File: config.mk
export PLATFORM = sky130hd
export DESIGN_NAME = dcache_ctrl
export DESIGN_NICKNAME = d
export VERILOG_FILES = /design/src/source/dcache_bus_pkg.sv /design/src/source/dcache_line_pkg.sv /design/src/source/dcache_backoff.sv /design/src/source/dcache_req_seq.sv /design/src/source/dcache_line_assembler.sv /design/src/source/dcache_ctrl.sv
export VERILOG_INCLUDE_DIRS = /design/src /design/src/source
export SDC_FILE = /design/constraint.sdc
export NUM_CORES = 2
export LEC_CHECK = 0
export BUFFER_PORTS_ARGS = -buffer_cell sky130_fd_sc_hd__buf_4
export CAP_MARGIN = 20
export CORE_AREA = 2 2 778 780
export CTS_CLUSTER_DIAMETER = 200
export DETAILED_ROUTE_END_ITERATION = 10
export DIE_AREA = 0 0 780 782
export GPL_TIMING_DRIVEN = 0
export MAX_ROUTING_LAYER = met4
export SLEW_MARGIN = 10
export SYNTH_ARGS = -nofsm -noshare
export SYNTH_HDL_FRONTEND = slang
export SYNTH_HIERARCHICAL = 1
export SYNTH_SLANG_ARGS = --single-unit
File: constraint.sdc
create_clock -name clk_i -period 13.3 [get_ports clk_i]
set_input_delay 1.33 -clock clk_i [delete_from_list [all_inputs] [get_ports clk_i]]
set_output_delay 1.33 -clock clk_i [all_outputs]
set_load 0.1 [all_outputs]
File: src/source/dcache_ctrl_defines.svh
// ==================================================
// Widths and counts for the data-cache miss controller
// The line must be exactly DC_BEATS bus words wide
// ==================================================
`ifndef DCACHE_CTRL_DEFINES_SVH
`define DCACHE_CTRL_DEFINES_SVH

// Address and data widths
`define DC_ADDR_W 32
`define DC_BUS_W 128
`define DC_LINE_W 512

// Line layout on the bus
`define DC_BEATS 4
`define DC_BEAT_BITS 2
`define DC_OFS_BITS 4
`define DC_SEL_W 64

// Pause after a bus retry
`define DC_BACKOFF_WAIT 6
`define DC_LFSR_W 17

`endif

File: src/source/dcache_bus_pkg.sv
// ==================================================
// Bus-side types of the miss controller
// Only three cache types are supported
// ==================================================
`include "dcache_ctrl_defines.svh"

package dcache_bus_pkg;

	// Memory attribute of a request
	typedef enum logic [1:0] {
		CT_NON_CACHEABLE = 2'd0,
		CT_WRITE_THROUGH = 2'd1,
		CT_WRITE_BACK    = 2'd2
	} cache_type_e;

	// Field view of a byte address
	typedef struct packed {
		logic [`DC_ADDR_W-`DC_BEAT_BITS-`DC_OFS_BITS-1:0] line;
		logic [`DC_BEAT_BITS-1:0] beat;
		logic [`DC_OFS_BITS-1:0] offset;
	} bus_addr_fld_t;

	// ==================================================
	// Bus address
	// ==================================================
	// The same word is read either flat or as line, beat and offset
	typedef union packed {
		logic [`DC_ADDR_W-1:0] word;
		bus_addr_fld_t fld;
	} bus_addr_u;

endpackage

File: src/source/dcache_line_pkg.sv
// ==================================================
// Line-side types of the miss controller
// ==================================================
`include "dcache_ctrl_defines.svh"

package dcache_line_pkg;

	// One full cache line and its byte selects
	typedef logic [`DC_LINE_W-1:0] line_t;
	typedef logic [`DC_SEL_W-1:0] line_sel_t;

	// Sequencer states
	typedef enum logic [2:0] {
		IDLE    = 3'd0,
		DUMP    = 3'd1,
		LOAD    = 3'd2,
		STRIP   = 3'd3,
		BACKOFF = 3'd4,
		FINISH  = 3'd5
	} seq_state_e;

endpackage

File: src/source/dcache_backoff.sv
// ==================================================
// Retry back-off, a fixed wait then an LFSR match
// expired_o holds until the next start_i
// ==================================================
`timescale 1ns/1ps
`include "dcache_ctrl_defines.svh"

module dcache_backoff (
	input  logic clk_i,
	input  logic rst_i,
	input  logic start_i,
	output logic expired_o
);
	localparam int CNT_W = $clog2(`DC_BACKOFF_WAIT + 1);

	logic [`DC_LFSR_W-1:0] lfsr_r;
	logic [CNT_W-1:0] wait_cnt_r;
	logic active_r;

	// Free running Fibonacci LFSR, taps for x^17 + x^14 + 1
	always_ff @(posedge clk_i or posedge rst_i) begin
		if (rst_i) begin
			lfsr_r <= `DC_LFSR_W'd1;
		end else begin
			lfsr_r <= {lfsr_r[`DC_LFSR_W-2:0], lfsr_r[`DC_LFSR_W-1] ^ lfsr_r[13]};
		end
	end

	always_ff @(posedge clk_i or posedge rst_i) begin
		if (rst_i) begin
			wait_cnt_r <= '0;
			active_r <= 1'b0;
			expired_o <= 1'b0;
		end else if (start_i) begin
			wait_cnt_r <= '0;
			active_r <= 1'b1;
			expired_o <= 1'b0;
		end else if (active_r) begin
			if (wait_cnt_r != CNT_W'(`DC_BACKOFF_WAIT)) begin
				wait_cnt_r <= wait_cnt_r + 1'b1;
			end else if (lfsr_r[3:1] == 3'b111) begin
				active_r <= 1'b0;
				expired_o <= 1'b1;
			end
		end
	end
endmodule

File: src/source/dcache_req_seq.sv
// ==================================================
// Request sequencer, one request in flight at a time
// Request and victim inputs must hold until done_o
// ==================================================
`timescale 1ns/1ps
`include "dcache_ctrl_defines.svh"

module dcache_req_seq import dcache_line_pkg::*, dcache_bus_pkg::*; (
	input  logic clk_i,
	input  logic rst_i,
	input  logic req_i,
	input  bus_addr_u req_adr_i,
	input  logic req_we_i,
	input  cache_type_e req_cache_i,
	input  logic dce_i,
	input  logic hit_i,
	input  logic modified_i,
	input  bus_addr_u victim_adr_i,
	input  line_t victim_dat_i,
	input  line_sel_t wr_sel_i,
	input  line_t wr_dat_i,
	input  logic bus_ack_i,
	input  logic bus_rty_i,
	input  logic expired_i,
	output logic busy_o,
	output logic done_o,
	output logic cache_wr_o,
	output logic accept_o,
	output logic beat_ack_o,
	output logic [`DC_BEAT_BITS-1:0] beat_o,
	output logic retry_o,
	output logic bus_cyc_o,
	output logic bus_we_o,
	output bus_addr_u bus_adr_o,
	output logic [`DC_BUS_W-1:0] bus_dat_o
);
	localparam int BEAT_SEL = `DC_BUS_W / 8;

	seq_state_e state_r, ret_state_r, act_state;
	logic [`DC_BEAT_BITS-1:0] beat_r;
	logic cyc_r, alloc_r;
	logic non_cacheable, wt_write, strip_hit, last_beat;

	assign non_cacheable = (req_cache_i == CT_NON_CACHEABLE) || !dce_i;
	assign wt_write = (req_cache_i == CT_WRITE_THROUGH) && req_we_i;
	assign strip_hit = |wr_sel_i[beat_r*BEAT_SEL +: BEAT_SEL];
	assign last_beat = (beat_r == `DC_BEAT_BITS'(`DC_BEATS - 1));

	// While backing off the bus fields follow the phase that will resume
	assign act_state = (state_r == BACKOFF) ? ret_state_r : state_r;

	assign busy_o = (state_r == DUMP) || (state_r == LOAD) || (state_r == STRIP) ||
		(state_r == BACKOFF);
	assign done_o = (state_r == FINISH);
	assign cache_wr_o = (state_r == FINISH) && alloc_r;
	assign accept_o = req_i && ((state_r == IDLE) || (state_r == FINISH));
	assign beat_o = beat_r;
	assign bus_cyc_o = cyc_r;
	assign bus_we_o = (act_state == DUMP) || ((act_state == STRIP) && req_we_i);
	assign beat_ack_o = cyc_r && bus_ack_i && !bus_we_o;
	assign retry_o = cyc_r && bus_rty_i && !bus_ack_i;

	always_comb begin
		if (act_state == DUMP) begin
			bus_adr_o.word = {victim_adr_i.fld.line, beat_r, {`DC_OFS_BITS{1'b0}}};
			bus_dat_o = victim_dat_i[beat_r*`DC_BUS_W +: `DC_BUS_W];
		end else begin
			bus_adr_o.word = {req_adr_i.fld.line, beat_r, {`DC_OFS_BITS{1'b0}}};
			bus_dat_o = bus_we_o ? wr_dat_i[beat_r*`DC_BUS_W +: `DC_BUS_W] : '0;
		end
	end

	// ==================================================
	// Sequencer FSM
	// ==================================================
	always_ff @(posedge clk_i or posedge rst_i) begin
		if (rst_i) begin
			state_r <= IDLE;
			ret_state_r <= IDLE;
			beat_r <= '0;
			cyc_r <= 1'b0;
			alloc_r <= 1'b0;
		end else begin
			case (state_r)
				IDLE, FINISH: begin
					if (accept_o) begin
						beat_r <= '0;
						alloc_r <= 1'b0;
						if (non_cacheable || (hit_i && wt_write)) begin
							state_r <= STRIP;
						end else if (hit_i) begin
							state_r <= FINISH;
						end else begin
							// Allocating miss, write back a dirty victim first
							alloc_r <= 1'b1;
							state_r <= modified_i ? DUMP : LOAD;
						end
					end else begin
						state_r <= IDLE;
					end
				end
				DUMP, LOAD, STRIP: begin
					if (!cyc_r) begin
						// Strip beats without any selected byte are skipped
						if ((state_r != STRIP) || strip_hit) begin
							cyc_r <= 1'b1;
						end else if (last_beat) begin
							state_r <= FINISH;
						end else begin
							beat_r <= beat_r + 1'b1;
						end
					end else if (bus_ack_i) begin
						cyc_r <= 1'b0;
						beat_r <= beat_r + 1'b1;
						if (last_beat) begin
							state_r <= (state_r == DUMP) ? LOAD : FINISH;
						end
					end else if (bus_rty_i) begin
						cyc_r <= 1'b0;
						ret_state_r <= state_r;
						state_r <= BACKOFF;
					end
				end
				BACKOFF: begin
					if (expired_i) begin
						state_r <= ret_state_r;
					end
				end
				default: state_r <= IDLE;
			endcase
		end
	end
endmodule

File: src/source/dcache_line_assembler.sv
// ==================================================
// Collects read beats into a line and overlays the
// CPU write bytes, unread beats stay zero
// ==================================================
`timescale 1ns/1ps
`include "dcache_ctrl_defines.svh"

module dcache_line_assembler import dcache_line_pkg::*; (
	input  logic clk_i,
	input  logic rst_i,
	input  logic accept_i,
	input  logic req_we_i,
	input  line_sel_t req_sel_i,
	input  line_t req_dat_i,
	input  logic beat_ack_i,
	input  logic [`DC_BEAT_BITS-1:0] beat_i,
	input  logic [`DC_BUS_W-1:0] bus_dat_i,
	output line_t line_o,
	output line_sel_t wr_sel_o,
	output line_t wr_dat_o
);
	logic we_r;
	line_sel_t sel_r;
	line_t dat_r;
	line_t buf_r;

	always_ff @(posedge clk_i or posedge rst_i) begin
		if (rst_i) begin
			we_r <= 1'b0;
		end else if (accept_i) begin
			we_r <= req_we_i;
		end
	end

	// Request capture and beat collection
	always_ff @(posedge clk_i) begin
		if (accept_i) begin
			sel_r <= req_sel_i;
			dat_r <= req_dat_i;
			buf_r <= '0;
		end else if (beat_ack_i) begin
			buf_r[beat_i*`DC_BUS_W +: `DC_BUS_W] <= bus_dat_i;
		end
	end

	// ==================================================
	// Write merge
	// ==================================================
	always_comb begin
		line_o = buf_r;
		if (we_r) begin
			for (int i = 0; i < `DC_SEL_W; i++) begin
				if (sel_r[i]) begin
					line_o[i*8 +: 8] = dat_r[i*8 +: 8];
				end
			end
		end
	end

	// Strip writes take their beats straight from the captured request
	assign wr_sel_o = sel_r;
	assign wr_dat_o = dat_r;
endmodule

File: src/source/dcache_ctrl.sv
// ==================================================
// Data-cache miss controller, 512-bit line over a
// 128-bit bus, one request in flight
// ==================================================
`timescale 1ns/1ps
`include "dcache_ctrl_defines.svh"

module dcache_ctrl import dcache_line_pkg::*, dcache_bus_pkg::*; (
	input  logic clk_i,
	input  logic rst_i,
	input  logic req_i,
	input  bus_addr_u req_adr_i,
	input  logic req_we_i,
	input  line_sel_t req_sel_i,
	input  line_t req_dat_i,
	input  cache_type_e req_cache_i,
	input  logic dce_i,
	input  logic hit_i,
	input  logic modified_i,
	input  bus_addr_u victim_adr_i,
	input  line_t victim_dat_i,
	output logic busy_o,
	output logic done_o,
	output logic cache_wr_o,
	output line_t line_o,
	output logic bus_cyc_o,
	output logic bus_we_o,
	output bus_addr_u bus_adr_o,
	output logic [`DC_BUS_W-1:0] bus_dat_o,
	input  logic bus_ack_i,
	input  logic bus_rty_i,
	input  logic [`DC_BUS_W-1:0] bus_dat_i
);
	logic accept, beat_ack, retry, expired;
	logic [`DC_BEAT_BITS-1:0] beat;
	line_sel_t wr_sel;
	line_t wr_dat;

	dcache_req_seq i_req_seq (
		.clk_i, .rst_i, .req_i, .req_adr_i, .req_we_i, .req_cache_i,
		.dce_i, .hit_i, .modified_i, .victim_adr_i, .victim_dat_i,
		.wr_sel_i(wr_sel), .wr_dat_i(wr_dat), .bus_ack_i, .bus_rty_i,
		.expired_i(expired), .busy_o, .done_o, .cache_wr_o,
		.accept_o(accept), .beat_ack_o(beat_ack), .beat_o(beat), .retry_o(retry),
		.bus_cyc_o, .bus_we_o, .bus_adr_o, .bus_dat_o
	);

	dcache_line_assembler i_line_assembler (
		.clk_i, .rst_i, .accept_i(accept), .req_we_i, .req_sel_i, .req_dat_i,
		.beat_ack_i(beat_ack), .beat_i(beat), .bus_dat_i,
		.line_o, .wr_sel_o(wr_sel), .wr_dat_o(wr_dat)
	);

	dcache_backoff i_backoff (
		.clk_i, .rst_i, .start_i(retry), .expired_o(expired)
	);
endmodule

==> impl_results.md <==
* Crit path max-delay family: buffers and inverters
* Overall power at approximately 24 mW
* Detailed-route wire length per cell at ~42 µm
* Worst-Skew Late Latency at ~0.96 ns
* CP Data Arrival Time at ~4.9 ns
* Net count, final at 7109
* Max incr delay on CP at approximately 0.73 ns
* Worst vdd ir at ~0.00024 V
* Crit path max fanout at 12
* Post-cts sizing count at 0
* CTS buffer count at 161
* Asr flop ratio synth at 2.944%
* Synth top area share at a little over a third
* DRC at 0
* Remaining Overflow, GRT at 0
* Vias in the first global route at 44586
* Fin Setup TNS at 0 ns
* Postcts setup bufs at 0
* Commonest non-fill, non-tap cell in the layout: buf_4
* Max_slew headroom at between 20% and 30%
* HP Class: in2async
* Max-slew violation count at 0
* Max cap viols at 0
* Most frequent cells in the layout: buf_4, nand2_1, edfxtp_1, mux2_2, dfxtp_1
* CTS Hold Buffers Added at 0
* Vias/cell at 3.357
* All-Layer GR Usage at about a fifth
* Crit path cell chain: buf_2 -> clkbuf_4 -> buf_12 -> buf_2 -> mux4_2 -> a22o_1 -> buf_4
* EDFF count, synth at around 580
* First-pass GRT wire length at roughly 690000 µm
* Layout cells sized above 1 at about 54%
* Cell mode on critical path: buf_2
* Launching point of the worst reg2reg path: i_req_seq/state_r[0]$_DFFE_PP0P_
* Die area at 610000 µm²
* Final setup viols at 0
* Routed WL at around 600000 µm
* Post-synthesis area per instance at roughly 13 µm²
* Power Dens Cells at ~300 nW/µm²
* Die width at between 700 and 800 µm
* Worst-margin pin slew at 1.076 ns
* Initial antenna violation count at 623
* Final min period at about 6.3 ns
* Largest net degree at the start of global routing at approximately 110
* Dpl hpwl at ~530000 µm
* YS warnings at 6
* Area Growth Syn to Fin at 65.50%
* R2R depth at 10
* Via count at 48000
* H-tree levels at 4
* Clk buf depth at 4
* FMAX at 160.0 MHz
* Drt pass-1 iters at 6
* TritonCTS clock tree: yes
* Main synth FF type: edfxtp_1
* Final antenna-violating net count at 0
* Netlist cell types at around 60
* GPL Wtd Cong at between 1 and 1.5
* Status: completed
* IO Pins at between 1500 and 2000
* Leakage at between 30 and 40 nW
* Site row count at 285
* Final cycle utilization of the critical path at 47.00%
* Sequential element share of the synthesized area at ~58%
* Core box area at approximately 600000 µm²
* Worst R2R End: i_line_assembler/buf_r[303]$_SDFFE_PP0P_
* Largest cells by area after synthesis: edfxtp_1, dfxtp_1, mux2_2, mux4_2, o21ai_0
* RSZ-0062 raised after global routing: false
* Crit-path slowest cell: mux4_2
* Post-synth top area cell: edfxtp_1
* Clock Skew at 0.07705 ns
* Startpoint class of the critical path: flip-flop
* Yosys reg bits at 1121
* Final hold violation count at 0
* Die Ht at between 700 and 800 µm
* Mapped cell area at ~50000 µm²
* CP Class: reg2out
* Flop-to-flop setup slack at slightly below 9 ns
* Worst path bufs/invs at 5
* CTS sink count at 1121
* Drt first-iter violations at around 5700
* Clock-pin slew on the worst setup and hold paths at approximately 0.060 ns
* Initial Utilization at slightly above 8%
* Input/output buffers at between 1500 and 2000
* Clk root buf: clkbuf_16
* WP data required at approximately 12 ns
* Crit end category: output pin
* Gate Count Post-Synth at around 3600
-- flip-flops by register name, indices dropped and copies added (netlist names) --
name,cells
i_line_assembler/wr_sel_o,64
i_backoff/wait_cnt_r,3
i_line_assembler/buf_r,512
i_req_seq/ret_state_r,3
i_req_seq/beat_o,2
i_req_seq/state_r,3
i_backoff/active_r,1
i_backoff/lfsr_r,17
i_req_seq/bus_cyc_o,1
i_backoff/expired_o,1
i_req_seq/alloc_r,1
i_line_assembler/we_r,1
i_line_assembler/wr_dat_o,512
-- where the power goes --
group | switching (mW) | internal, mW
Sequential | 1.04 | 4.41
Combinational | 10.6 | 3.19
Clock | 2.03 | 2.63
-- logic make-up after synthesis --
group / after synthesis / synth area share [%]
AOI/OAI and AO/OA: 676 / 8.004
xor gates and xnor gates: 2 / 0.03575
adders and majority gates: 8 / 0.2043
buffers and inverters: 242 / 2.415
DFF: 1121 / 57.90
muxes: 800 / 24.26
other: 1 / 0.007652
and+or+nand+nor: 793 / 7.179
-- per-stage QoR --
step | setup WS (ns) | utilization [%] | instance area (µm²) | instances | hold slack [ns]
6_report | 7.049 | 13.49 | 81110 | 14300 | 0.3142
3_3_place_gp | -7.436 | 12.26 | 73720 | 13633 | 0.3363
3_5_place_dp | 7.581 | 12.45 | 74820 | 13683 | 0.3373
4_1_cts | 6.834 | 13.36 | 80310 | 13979 | 0.2066
2_1_floorplan | 3.646 | - | 49020 | 3646 | 0.3312
5_1_grt | 6.939 | 13.47 | 80960 | 14239 | 0.2388
-- cell usage after synthesis, drive strengths merged (2+ instances only) --
master / instances
edfxtp: 576
nor4: 14
nand3b: 3
buf: 134
inv: 13
clkbuf: 95
nand2: 591
or3: 2
nor2: 18
mux2: 541
nand2b: 129
nand3: 7
dfrtp: 32
a31oi: 4
o21ai: 522
dfxtp: 512
nor4b: 3
nor3: 4
nor2b: 8
nand4: 4
mux4: 256
mux2i: 3
a21boi: 2
and2b: 2
o21bai: 2
a22o: 128
o211ai: 3
and4b: 2
ha: 8
a21oi: 8
-- cell type report --
| type | instances | area (µm²) |
|---|---|---|
| multi-input combinational | 2283 | 19540 |
| timing repair buffer | 2001 | 15620 |
| tap | 8036 | 10050 |
| clock buffer | 210 | 4532 |
| buffer | 229 | 1181 |
| clock inverter | 86 | 950.9 |
| inverter | 13 | 56.30 |
| sequential | 1121 | 28370 |
| fill | 68085 | 520100 |
| antenna | 321 | 803.3 |
-- worst max path at each step --
stage                                                from                                  endpoint  cells after the start
after floorplan                                     req_i  i_line_assembler/buf_r[115]$_SDFFE_PP0P_                      7
after global placement                              req_i          i_req_seq/state_r[0]$_DFFE_PP0P_                      5
after detailed placement                         req_we_i                             bus_dat_o[50]                      9
after CTS                 i_req_seq/beat_o[0]$_DFFE_PP0P_                             bus_dat_o[50]                      7
after global routing      i_req_seq/beat_o[0]$_DFFE_PP0P_                             bus_dat_o[50]                      7
final                     i_req_seq/beat_o[0]$_DFFE_PP0P_                              bus_dat_o[1]                      7
-- metal layers --
| layer | vias to the layer above | routed length (µm) | track usage, % |
|---|---|---|---|
| li1 | 18609 | - | - |
| met1 | 24399 | 228400 | 21.84 |
| met2 | 4003 | 258600 | 28.83 |
| met3 | 989 | 75330 | 8.903 |
| met4 | 0 | 32740 | 8.457 |
| met5 | - | 0 | - |
(Power assumes the default switching activity.)
